**src/include/mipsCtrl_params.svh**
```systemverilog
`ifndef MIPSCTRL_PARAMS_SVH
`define MIPSCTRL_PARAMS_SVH

// instruction field widths
`define OPCODE_W 6
`define FUNCT_W 6

// control word select widths
`define ALUOP_W 3
`define SRCA_W 2
`define SEL_W 3

// memory address codes of the trap vectors
`define VEC_ILLEGAL 3'd3
`define VEC_OVERFLOW 3'd4

`endif

```
**src/rtl/mipsCtrlPkg.sv**
```systemverilog
`default_nettype none

`include "mipsCtrl_params.svh"

package mipsCtrlPkg;

    typedef enum logic [`OPCODE_W-1:0] {
        opR     = 6'h00,
        opJ     = 6'h02,
        opJal   = 6'h03,
        opBeq   = 6'h04,
        opBne   = 6'h05,
        opBle   = 6'h06,
        opBgt   = 6'h07,
        opAddi  = 6'h08,
        opAddiu = 6'h09,
        opSlti  = 6'h0a,
        opAndi  = 6'h0c,
        opSxori = 6'h0e,
        opLui   = 6'h0f,
        opRte   = 6'h10,
        opLw    = 6'h23,
        opLbu   = 6'h24,
        opLhu   = 6'h25,
        opSb    = 6'h28,
        opSh    = 6'h29,
        opSw    = 6'h2b
    } opcode_t;

    // function field of the R-type opcode
    typedef enum logic [`FUNCT_W-1:0] {
        fnJr    = 6'h08,
        fnBreak = 6'h0d,
        fnAdd   = 6'h20,
        fnAddu  = 6'h21,
        fnSub   = 6'h22,
        fnSubu  = 6'h23,
        fnAnd   = 6'h24,
        fnXor   = 6'h26,
        fnSlt   = 6'h2a
    } funct_t;

    typedef enum logic [3:0] {
        clsAluReg, clsAluImm, clsSetLess, clsLoadUpper, clsBranch, clsLoad, clsStoreWord,
        clsStorePart, clsJump, clsJumpLink, clsJumpReg, clsReturnExc, clsHalt, clsIllegal
    } instrClass_t;

    typedef enum logic [`ALUOP_W-1:0] {
        aluLoad, aluAdd, aluSub, aluAnd, aluInc, aluNot, aluXor, aluCompare
    } aluOp_t;

    typedef enum logic [1:0] {
        sizeWord = 2'd0,
        sizeByte = 2'd1,
        sizeHalf = 2'd2
    } memSize_t;

    typedef enum logic [`SRCA_W-1:0] {srcAPc, srcAMdr, srcARegA} srcA_t;

    typedef enum logic [`SEL_W-1:0] {srcBRegB, srcBFour, srcBExtend, srcBShiftedOffset} srcB_t;

    typedef enum logic [`SEL_W-1:0] {
        pcAluResult, pcAluOut, pcJumpTarget, pcEpc, pcVector
    } pcSrc_t;

    // trap codes double as the address of the vector byte
    typedef enum logic [`SEL_W-1:0] {
        addrPc           = 3'd0,
        addrAluOut       = 3'd2,
        addrTrapIllegal  = `VEC_ILLEGAL,
        addrTrapOverflow = `VEC_OVERFLOW
    } addrSel_t;

    typedef enum logic [1:0] {destRt, destRd, destRa} regDest_t;

    typedef enum logic [2:0] {
        dataAluOut, dataMdr, dataLessThan, dataUpperImm, dataPc
    } regData_t;

    typedef struct packed {
        instrClass_t instrClass;
        aluOp_t      aluOp;
        logic        usesImmediate;
        memSize_t    memSize;
        logic        trapsOnOverflow;
    } decodedInstr_t;

    typedef struct packed {
        logic equal;
        logic greater;
        logic less;
        logic overflow;
    } aluFlags_t;

    typedef struct packed {
        logic     pcWrite;
        pcSrc_t   pcSrc;
        addrSel_t memAddrSel;
        logic     memWrite;
        memSize_t storeSize;
        logic     writeFromB;
        logic     irWrite;
        logic     mdrLoad;
        memSize_t mdrSize;
        logic     regWrite;
        regDest_t regDest;
        regData_t regData;
        srcA_t    aluSrcA;
        srcB_t    aluSrcB;
        aluOp_t   aluOp;
        logic     aluOutLoad;
        logic     abLoad;
        logic     epcLoad;
        logic     clearRegs;
    } ctrlWord_t;

    typedef enum logic [4:0] {
        stIdle, stResetClear, stFetch, stFetchWait, stDecode, stExecute, stCompare, stCheck,
        stWriteBack, stSetLess, stLoadUpper, stJump, stAddress, stMemRead, stMemWait,
        stMdrLoad, stStore, stTaken, stTrap, stTrapWait, stVector, stHalt
    } seqState_t;

endpackage

`default_nettype wire

```
**src/rtl/opDecoder.sv**
```systemverilog
`timescale 1ns/1ps
`default_nettype none

`include "mipsCtrl_params.svh"

module opDecoder (
    input  logic [`OPCODE_W-1:0]       opcode,
    input  logic [`FUNCT_W-1:0]        funct,
    output mipsCtrlPkg::decodedInstr_t decoded
);
    import mipsCtrlPkg::*;

    always_comb begin
        // anything not matched below stays illegal
        decoded = '{instrClass: clsIllegal, aluOp: aluAdd, usesImmediate: 1'b0,
                    memSize: sizeWord, trapsOnOverflow: 1'b0};
        case (opcode)
            opR: begin
                case (funct)
                    fnAdd: begin
                        decoded.instrClass      = clsAluReg;
                        decoded.trapsOnOverflow = 1'b1;
                    end
                    fnAddu: decoded.instrClass = clsAluReg;
                    fnSub: begin
                        decoded.instrClass      = clsAluReg;
                        decoded.aluOp           = aluSub;
                        decoded.trapsOnOverflow = 1'b1;
                    end
                    fnSubu: begin
                        decoded.instrClass = clsAluReg;
                        decoded.aluOp      = aluSub;
                    end
                    fnAnd: begin
                        decoded.instrClass = clsAluReg;
                        decoded.aluOp      = aluAnd;
                    end
                    fnXor: begin
                        decoded.instrClass = clsAluReg;
                        decoded.aluOp      = aluXor;
                    end
                    fnSlt: begin
                        decoded.instrClass = clsSetLess;
                        decoded.aluOp      = aluCompare;
                    end
                    fnJr: begin
                        decoded.instrClass = clsJumpReg;
                        decoded.aluOp      = aluLoad;
                    end
                    fnBreak: decoded.instrClass = clsHalt;
                    default: decoded.instrClass = clsIllegal;
                endcase
            end
            opAddi, opAddiu, opAndi, opSxori: begin
                decoded.instrClass      = clsAluImm;
                decoded.usesImmediate   = 1'b1;
                decoded.trapsOnOverflow = (opcode == opAddi);
                if (opcode == opAndi) begin
                    decoded.aluOp = aluAnd;
                end else if (opcode == opSxori) begin
                    decoded.aluOp = aluXor;
                end
            end
            opSlti: begin
                decoded.instrClass    = clsSetLess;
                decoded.aluOp         = aluCompare;
                decoded.usesImmediate = 1'b1;
            end
            opLui: begin
                decoded.instrClass    = clsLoadUpper;
                decoded.aluOp         = aluLoad;
                decoded.usesImmediate = 1'b1;
            end
            opBeq, opBne, opBle, opBgt: begin
                decoded.instrClass = clsBranch;
                decoded.aluOp      = aluCompare;
            end
            opLw, opLbu, opLhu: begin
                decoded.instrClass    = clsLoad;
                decoded.usesImmediate = 1'b1;
                if (opcode == opLbu) begin
                    decoded.memSize = sizeByte;
                end else if (opcode == opLhu) begin
                    decoded.memSize = sizeHalf;
                end
            end
            opSw: begin
                decoded.instrClass    = clsStoreWord;
                decoded.usesImmediate = 1'b1;
            end
            opSb, opSh: begin
                decoded.instrClass    = clsStorePart;
                decoded.usesImmediate = 1'b1;
                if (opcode == opSb) begin
                    decoded.memSize = sizeByte;
                end else begin
                    decoded.memSize = sizeHalf;
                end
            end
            opJ: decoded.instrClass = clsJump;
            opJal: decoded.instrClass = clsJumpLink;
            opRte: decoded.instrClass = clsReturnExc;
            default: decoded.instrClass = clsIllegal;
        endcase
    end

endmodule

`default_nettype wire

```
**src/rtl/conditionUnit.sv**
```systemverilog
`timescale 1ns/1ps
`default_nettype none

`include "mipsCtrl_params.svh"

module conditionUnit (
    input  logic [`OPCODE_W-1:0]   opcode,
    input  logic [`FUNCT_W-1:0]    funct,
    input  mipsCtrlPkg::aluFlags_t flags,
    output logic                   takeBranch,
    output logic                   overflowTrap
);
    import mipsCtrlPkg::*;

    logic signedArith;

    // one rule per branch opcode
    always_comb begin
        case (opcode)
            opBeq: takeBranch = flags.equal;
            opBne: takeBranch = !flags.equal;
            opBle: takeBranch = !flags.greater;
            opBgt: takeBranch = flags.greater;
            default: takeBranch = 1'b0;
        endcase
    end

    // only the signed adds and subtracts trap
    always_comb begin
        signedArith = 1'b0;
        if (opcode == opAddi) begin
            signedArith = 1'b1;
        end else if (opcode == opR) begin
            signedArith = (funct == fnAdd) || (funct == fnSub);
        end
    end

    assign overflowTrap = flags.overflow && signedArith;

endmodule

`default_nettype wire

```
**src/rtl/controlSequencer.sv**
```systemverilog
`timescale 1ns/1ps
`default_nettype none

module controlSequencer (
    input  logic                       clk,
    input  logic                       arstN,
    input  mipsCtrlPkg::decodedInstr_t decoded,
    input  logic                       takeBranch,
    input  logic                       overflowTrap,
    output mipsCtrlPkg::ctrlWord_t     ctrl
);
    import mipsCtrlPkg::*;

    seqState_t state;
    seqState_t nextState;
    ctrlWord_t ctrlNext;
    addrSel_t  trapAddr;

    assign trapAddr = decoded.trapsOnOverflow ? addrTrapOverflow : addrTrapIllegal;

    always_comb begin
        nextState = stFetch;
        case (state)
            stIdle: nextState = stResetClear;
            stResetClear: nextState = stFetch;
            stFetch: nextState = stFetchWait;
            stFetchWait: nextState = stDecode;
            stDecode: begin
                case (decoded.instrClass)
                    clsAluReg, clsAluImm: nextState = stExecute;
                    clsSetLess: nextState = stSetLess;
                    clsLoadUpper: nextState = stLoadUpper;
                    clsBranch: nextState = stCompare;
                    clsLoad, clsStoreWord, clsStorePart: nextState = stAddress;
                    clsJump, clsJumpLink, clsJumpReg, clsReturnExc: nextState = stJump;
                    clsHalt: nextState = stHalt;
                    default: nextState = stTrap;
                endcase
            end
            stExecute, stCompare: nextState = stCheck;
            // flags are stable here
            stCheck: begin
                if (decoded.instrClass == clsBranch) begin
                    nextState = takeBranch ? stTaken : stFetch;
                end else begin
                    nextState = overflowTrap ? stTrap : stWriteBack;
                end
            end
            stAddress: begin
                if (decoded.instrClass == clsStoreWord) begin
                    nextState = stStore;
                end else begin
                    nextState = stMemRead;
                end
            end
            stMemRead: nextState = stMemWait;
            stMemWait: nextState = stMdrLoad;
            stMdrLoad: begin
                if (decoded.instrClass == clsLoad) begin
                    nextState = stWriteBack;
                end else begin
                    nextState = stStore;
                end
            end
            stTrap: nextState = stTrapWait;
            stTrapWait: nextState = stVector;
            stHalt: nextState = stHalt;
            default: nextState = stFetch;
        endcase
    end

    // control word of the state being entered
    always_comb begin
        ctrlNext = '0;
        case (nextState)
            stResetClear: ctrlNext.clearRegs = 1'b1;
            stFetch: begin
                ctrlNext.pcWrite    = 1'b1;
                ctrlNext.pcSrc      = pcAluResult;
                ctrlNext.memAddrSel = addrPc;
                ctrlNext.aluSrcA    = srcAPc;
                ctrlNext.aluSrcB    = srcBFour;
                ctrlNext.aluOp      = aluAdd;
            end
            stFetchWait: begin
                ctrlNext.irWrite    = 1'b1;
                ctrlNext.memAddrSel = addrPc;
            end
            stDecode: begin
                // branch target goes to aluOut early
                ctrlNext.abLoad     = 1'b1;
                ctrlNext.aluOutLoad = 1'b1;
                ctrlNext.aluSrcA    = srcAPc;
                ctrlNext.aluSrcB    = srcBShiftedOffset;
                ctrlNext.aluOp      = aluAdd;
            end
            stExecute, stCompare, stCheck, stSetLess: begin
                ctrlNext.aluSrcA    = srcARegA;
                ctrlNext.aluSrcB    = decoded.usesImmediate ? srcBExtend : srcBRegB;
                ctrlNext.aluOp      = decoded.aluOp;
                ctrlNext.aluOutLoad = (nextState == stExecute);
                if (nextState == stSetLess) begin
                    ctrlNext.regWrite = 1'b1;
                    ctrlNext.regData  = dataLessThan;
                    ctrlNext.regDest  = decoded.usesImmediate ? destRt : destRd;
                end
            end
            stWriteBack: begin
                ctrlNext.regWrite = 1'b1;
                ctrlNext.regDest  = decoded.usesImmediate ? destRt : destRd;
                if (decoded.instrClass == clsLoad) begin
                    ctrlNext.regData = dataMdr;
                end else begin
                    ctrlNext.regData = dataAluOut;
                end
            end
            stLoadUpper: begin
                ctrlNext.regWrite = 1'b1;
                ctrlNext.regDest  = destRt;
                ctrlNext.regData  = dataUpperImm;
            end
            stJump: begin
                ctrlNext.pcWrite = 1'b1;
                case (decoded.instrClass)
                    clsJumpLink: begin
                        ctrlNext.pcSrc    = pcJumpTarget;
                        ctrlNext.regWrite = 1'b1;
                        ctrlNext.regDest  = destRa;
                        ctrlNext.regData  = dataPc;
                    end
                    clsJumpReg: begin
                        // register A passes straight through the ALU
                        ctrlNext.pcSrc   = pcAluResult;
                        ctrlNext.aluSrcA = srcARegA;
                        ctrlNext.aluOp   = aluLoad;
                    end
                    clsReturnExc: ctrlNext.pcSrc = pcEpc;
                    default: ctrlNext.pcSrc = pcJumpTarget;
                endcase
            end
            stAddress: begin
                ctrlNext.aluSrcA    = srcARegA;
                ctrlNext.aluSrcB    = srcBExtend;
                ctrlNext.aluOp      = aluAdd;
                ctrlNext.aluOutLoad = 1'b1;
            end
            stMemRead, stMemWait: ctrlNext.memAddrSel = addrAluOut;
            stMdrLoad: begin
                ctrlNext.memAddrSel = addrAluOut;
                ctrlNext.mdrLoad    = 1'b1;
                // partial stores merge into the full word
                if (decoded.instrClass == clsLoad) begin
                    ctrlNext.mdrSize = decoded.memSize;
                end else begin
                    ctrlNext.mdrSize = sizeWord;
                end
            end
            stStore: begin
                ctrlNext.memAddrSel = addrAluOut;
                ctrlNext.memWrite   = 1'b1;
                ctrlNext.storeSize  = decoded.memSize;
                ctrlNext.writeFromB = (decoded.instrClass == clsStoreWord);
            end
            stTaken: begin
                ctrlNext.pcWrite = 1'b1;
                ctrlNext.pcSrc   = pcAluOut;
            end
            stTrap: begin
                // epc gets pc - 4
                ctrlNext.epcLoad    = 1'b1;
                ctrlNext.aluSrcA    = srcAPc;
                ctrlNext.aluSrcB    = srcBFour;
                ctrlNext.aluOp      = aluSub;
                ctrlNext.memAddrSel = trapAddr;
            end
            stTrapWait: ctrlNext.memAddrSel = trapAddr;
            stVector: begin
                ctrlNext.memAddrSel = trapAddr;
                ctrlNext.pcWrite    = 1'b1;
                ctrlNext.pcSrc      = pcVector;
                ctrlNext.mdrSize    = sizeByte;
            end
            default: ctrlNext = '0;
        endcase
    end

    always_ff @(posedge clk or negedge arstN) begin
        if (!arstN) begin
            state <= stIdle;
            ctrl  <= '0;
        end else begin
            state <= nextState;
            ctrl  <= ctrlNext;
        end
    end

endmodule

`default_nettype wire

```
**src/rtl/controlUnit.sv**
```systemverilog
`timescale 1ns/1ps
`default_nettype none

`include "mipsCtrl_params.svh"

module controlUnit (
    input  logic                   clk,
    input  logic                   arstN,
    input  logic [`OPCODE_W-1:0]   opcode,
    input  logic [`FUNCT_W-1:0]    funct,
    input  mipsCtrlPkg::aluFlags_t flags,
    output mipsCtrlPkg::ctrlWord_t ctrl
);
    import mipsCtrlPkg::*;

    decodedInstr_t decoded;
    logic          takeBranch;
    logic          overflowTrap;

    opDecoder decoder (
        .opcode  (opcode),
        .funct   (funct),
        .decoded (decoded)
    );

    // evaluates the flags of the current instruction
    conditionUnit conditions (
        .opcode       (opcode),
        .funct        (funct),
        .flags        (flags),
        .takeBranch   (takeBranch),
        .overflowTrap (overflowTrap)
    );

    controlSequencer sequencer (
        .clk          (clk),
        .arstN        (arstN),
        .decoded      (decoded),
        .takeBranch   (takeBranch),
        .overflowTrap (overflowTrap),
        .ctrl         (ctrl)
    );

endmodule

`default_nettype wire

```
**config.mk**
```make
export PLATFORM = sky130hd
export DESIGN_NAME = controlUnit
export DESIGN_NICKNAME = d
export VERILOG_FILES = /design/src/rtl/mipsCtrlPkg.sv /design/src/rtl/opDecoder.sv /design/src/rtl/conditionUnit.sv /design/src/rtl/controlSequencer.sv /design/src/rtl/controlUnit.sv
export VERILOG_INCLUDE_DIRS = /design/src /design/src/include
export SDC_FILE = /design/constraint.sdc
export NUM_CORES = 1
export LEC_CHECK = 0
export BUFFER_PORTS_ARGS = -buffer_cell sky130_fd_sc_hd__buf_2
export CAP_MARGIN = 0
export CELL_PAD_IN_SITES_DETAIL_PLACEMENT = 2
export CELL_PAD_IN_SITES_GLOBAL_PLACEMENT = 2
export CORE_MARGIN = 5
export CORE_UTILIZATION = 30
export CTS_CLUSTER_SIZE = 16
export DETAILED_ROUTE_END_ITERATION = 10
export PLACE_DENSITY_LB_ADDON = 0.1
export SYNTH_ARGS = -nofsm -noshare
export SYNTH_HDL_FRONTEND = slang
export SYNTH_SLANG_ARGS = --single-unit
```
**constraint.sdc**
```tcl
create_clock -name clk -period 2.8 [get_ports clk]
set_clock_uncertainty 0.15 [all_clocks]
set_input_delay 0.28 -clock clk [delete_from_list [all_inputs] [get_ports clk]]
set_output_delay 0.28 -clock clk [all_outputs]
set_load 0.05 [all_outputs]
```
## Word level (Yosys, flattened, before mapping)

Memories as Yosys holds them, arrays and structs flattened.
Cells that the tools add are included.

| operators by class | value |
|---|---|
| bitwise gates (word level) | 0 |
| reduce and logical (&&, ||, !) cells | 23 |
| equality and inequality tests | 67 |
| $add $sub $neg | 0 |
| magnitude comparators | 0 |
| mux-type cells | 45 |
| multiply operators | 0 |
| divide/modulo/power cells | 0 |
| shift-type cells | 0 |

Operators with widths:

| kind | number |
|---|---|
| equality test 6 bit, second input constant | 13 |
| case mux 5 bit (13 select lines) | 1 |
| equality test 5 x 4 -> 1 bit, second input constant | 12 |
| equality test 6 x 4 -> 1 bit, second input constant | 8 |
| case mux 4 bit (11 select lines) | 1 |
| equality test 5 x 3 -> 1 bit, second input constant | 8 |
| equality test 5 bit, second input constant | 8 |
| case mux 4 bit (4 select lines) | 2 |
| two-way mux 5 bit | 5 |
| equality test 6 x 3 -> 1 bit, second input constant | 4 |
| case mux 3 bit (4 select lines) | 2 |
| case mux 6 bit (4 select lines) | 1 |
| equality test 5 x 2 -> 1 bit, second input constant | 4 |
| case mux 2 bit (2 select lines) | 4 |
| OR reduction 4 bit | 4 |
| case mux 3 bit (5 select lines) | 1 |
| equality test 4 x 3 -> 1 bit, second input constant | 3 |
| equality test 4 bit, second input constant | 3 |
| equality test 6 x 2 -> 1 bit, second input constant | 2 |
| two-way mux 2 bit | 6 |
| two-way mux 6 bit | 2 |
| OR reduction 12 bit | 1 |
| OR reduction 2 bit | 6 |
| two-way mux 1 bit | 11 |
| 16 further kinds | 23 |

| storage, ports and cells | value |
|---|---|
| memories | 1 |
| RAM bits | 0 |
| latch bits | 0 |
| register bits | 38 |
| word-level logic and storage cells | 156 |
| bits in read-only memories | 80 |

Memories:

| memory | words | bits a word | rd ports | clocked after memory_dff | wr ports | line | RTL |
|---|---|---|---|---|---|---|---|
| (no name shown) | 16 | 5 | 1 | 0 | 0 | controlSequencer.sv:29 | `case (decoded.instrClass)` |

## Longest topological paths before layout

| depth | value |
|---|---|
| depth after elaboration | 11 |
| gate-level depth with buffers | 12 |

## Modules after synthesis

A second synthesis with hierarchy kept.

| unflattened totals | value |
|---|---|
| cell total of the unflattened synthesis | 301 |
| area, all modules | 2546.2 µm² |

By module, submodules not included:

| module | instances | cells each | area each (µm²) |
|---|---|---|---|
| controlSequencer | 1 | 193 | 1861.8 |
| opDecoder | 1 | 96 | 603.1 |
| conditionUnit | 1 | 12 | 81.3 |

## Worst setup path after synthesis

No wires, ideal clock.

| path | value |
|---|---|
| path kind | input to register |
| start | input port opcode[0] |
| end | register sequencer.ctrl[4] (netlist name) |
| setup slack | 130 ps |
| stages on the path | 11 |
| arrival | 2431 ps |
| buffers on the path | 2 |
| required time | 2560 ps |
| path through | buf_4 > buf_4 > nand2_1 > or4_4 > o31ai_4 > a21boi_2 > o211ai_2 > or3_4 > mux2i_1 > a21oi_1 > o2111ai_1 |

RTL lines:

| element | line | RTL |
|---|---|---|
| start, declared | controlUnit.sv:9 | `` input logic [`OPCODE_W-1:0] opcode, `` |

==> results.sh <==
export IMPL_cts_sinks=35
export IMPL_fin_crit_ns=2.757
export IMPL_first_global_vias=2938
export IMPL_gp_congestion=0.8103
export IMPL_cts_buffer_depth=2
export IMPL_grt_setup_unrepaired="yes"
export IMPL_worstRegToRegCells=8
export IMPL_cp_cell_sequence="buf_2, or4b_1, o211ai_1, nor2_2, nor3_4, a22oi_2, o21ai_4, buf_4, nand2_1, or3_4, o2111ai_1"
export IMPL_dp_slack_ns=-0.3081
export IMPL_regToRegEndpoint="sequencer.ctrl[27]$_DFF_PN0_"
export IMPL_r2r_slack_ns=0.13
export IMPL_antenna_found_initial=0
export IMPL_cp_num_buf_inv=2
export IMPL_remaining_drc_errors=0
export IMPL_netlist_instances=281
export IMPL_numPortBuffers=47
export IMPL_final_max_slew_viol_count=0
export IMPL_core_area_sq_mm=0.007767
export IMPL_cp_top_family="simple AND/OR/NAND/NOR gates"
export IMPL_synth_edf_count=0
export IMPL_tightest_slew_ns=0.7880
export IMPL_seq_area_sq_um=875.8
export IMPL_globalRouteOverflowTotal=0
export IMPL_tns_ns=0
export IMPL_fin_nets=429
export IMPL_diodes=0
export IMPL_cts_root_buf="clkbuf_8"
export IMPL_slowest_stage="or4b_1"
export IMPL_dp_hpwl_mm=7.308
export IMPL_whs_path_depth=4
export IMPL_critical_path_class="input pin to flop"
export IMPL_wirelength_mm=9.779
export IMPL_area_growth_synth_to_final_pct=49.25
export IMPL_drtPass1Iterations=4
export IMPL_dp_cells=501
export IMPL_synth_area_top_cells="dfrtp_1 (36%), nor2_1 (4.4%), nor2b_1 (3.4%)"
export IMPL_yosys_most_used_dff="dfrtp_1"
export IMPL_first_iter_violations=56
export IMPL_ir_drop_v=0.0003025
export IMPL_max_freq_mhz=362.7
export IMPL_io_pins=51
export IMPL_synthTopCellsByCount="dfrtp_1 (35), nor2_1 (28), nand2_1 (19)"
export IMPL_insertion_delay_ns=0.30
export IMPL_ys_warnings_count=0
export IMPL_status="finished clean"
export IMPL_critPathRequiredTime_ns=2.86
export IMPL_n_fill_cell=893
export IMPL_synth_top_cell_area_share_pct=36.25
export IMPL_wire_per_inst_um=19.03
export IMPL_multiInputGateArea_sq_mm=0.001485
export IMPL_cts_buffers=5
export IMPL_syn_area_per_cell_sq_um=8.598
export IMPL_fin_ws_ns=0.04314
export IMPL_cp_end_kind="flop"
export IMPL_grt_pass1_wl_mm=15.31
export IMPL_ys_seq_elements=35
export IMPL_hold_viol=0
export IMPL_via_count=2652
export IMPL_synth_largest_area_cell="dfrtp_1"
export IMPL_fin_crit_sh_pct=98.46
export IMPL_yosysSeqAreaShare_pct=36.25
export IMPL_p_leak_nw=1.745
export IMPL_start_util_pct=31.11
export IMPL_die_h_um=99.74
export IMPL_setup_viol=0
export IMPL_cts_max_level=2
export IMPL_ant_nets=0
export IMPL_slowest_delay_ns=0.53
export IMPL_start_kind="input pin"
export IMPL_cts_tree="built"
export IMPL_grtUsageTotal_pct=19.33
export IMPL_slew_headroom_pct=47.47
export IMPL_whs_endpoint="sequencer.ctrl[6]$_DFF_PN0_"
export IMPL_rows=32
export IMPL_viasPerCell=5.160
export IMPL_die_area_sq_mm=0.009948
export IMPL_cap_violations=0
export IMPL_finalNonFillerCells=514
export IMPL_async_reset_ff_share_pct=100.0
export IMPL_synth_cell_types=71
export IMPL_grt_max_degree=36
export IMPL_r2r_start="sequencer.state[1]$_DFF_PN0_"
export IMPL_min_delay_start="funct[1]"
export IMPL_synthesis_area_sq_mm=0.002416
export IMPL_cp_arrival_ns=2.82
export IMPL_yosysMostFrequentCell="dfrtp_1"
export IMPL_min_path_type="input pin to flop"
export IMPL_clkTransAtPathRegs_ns=0.08
export IMPL_critPathMaxFanout=7
export IMPL_drive_gt1_share_pct=43.69
export IMPL_worst_hold_slack_ns=0.2660
export IMPL_powerDensity_mw_per_mm2=1049
export IMPL_fp_dieW_um=99.74
cells by family (layout without fill, tap and decap cells):
kind of cell    count (synthesis)  count (layout)  synth area share (%)
xor+xnor                        5               5                 1.813
simple gates                  123             123                 28.48
buf+inv                        31             161                 6.319
compound gates                 83              83                 25.74
flops                          35              35                 36.25
other cells                     1               2                0.1552
mux                             3               3                 1.243
how the worst max path moves through the flow:
stage,from,endpoint,slack [ns],cells past startpoint
after floorplan,opcode[0],sequencer.ctrl[4]$_DFF_PN0_,0.13,11
after global placement,opcode[3],sequencer.ctrl[8]$_DFF_PN0_,-0.15,11
after detailed placement,funct[1],sequencer.ctrl[4]$_DFF_PN0_,-0.31,10
after CTS,opcode[3],sequencer.ctrl[8]$_DFF_PN0_,0.04,11
after global routing,sequencer.state[1]$_DFF_PN0_,sequencer.ctrl[27]$_DFF_PN0_,-0.05,8
final,funct[1],sequencer.ctrl[4]$_DFF_PN0_,0.04,11
state kept, by name, indices dropped and copies added, names as in the netlist:
signal           count
sequencer.ctrl      30
sequencer.state      5
cell type report:
class	instances	area share, %
Sequential cell	35	24.29
Inverter	11	1.214
Clock buffer	6	2.290
Timing Repair Buffer	142	26.51
Tap cell	102	3.539
Multi-Input combinational cell	216	41.19
Clock inverter	2	0.9715
metal layers:
metal	track usage (%)	share of wire, %
met5	0	0
met4	5.147	1.8
met3	2.034	3.6
met2	35.45	53
met1	23.87	42
metrics by stage:
stage	util (%)	power, W	instance area, sq um
2_1_floorplan	-	0.002026	2420
4_1_cts	44.93	0.003619	3490
6_report	46.42	0.003782	3606
5_1_grt	46.42	0.004006	3606
3_5_place_dp	43.12	0.003103	3349
3_3_place_gp	43.12	0.002987	3349
worst min-delay path: cells and delay by family:
family | cells | cell delay [ns]
AOI/OAI and AO/OA | 1 | 0.06
and+or+nand+nor | 1 | 0.09
buffers and inverters | 2 | 0.25
what timing repair did:
| action | 4_1_cts | 5_1_grt |
|---|---|---|
| endpoints found under the hold margin | 35 | 0 |
| gates resized for setup | 2 | 19 |
| setup buffers | 0 | 4 |
| endpoints found under the setup margin | 1 | 11 |
| pin swaps | 0 | 8 |
| hold buffers | 1 | 0 |
power by group:
| group | internal (W) | switching, W |
|---|---|---|
| logic | 0.00107 | 0.00149 |
| clock network | 0.000288 | 0.000206 |
| registers | 0.000646 | 0.0000844 |
placed cells by master (no fill, tap or decap), types with 9 or more instances in the layout:
master / count
dfrtp_1: 35
buf_4: 94
nor2_1: 27
a21oi_1: 12
buf_2: 45
nand2_1: 19
nor2b_1: 11
nand3_1: 9
o21ai_0: 13
inv_1: 9
(Power assumes the default switching activity.)
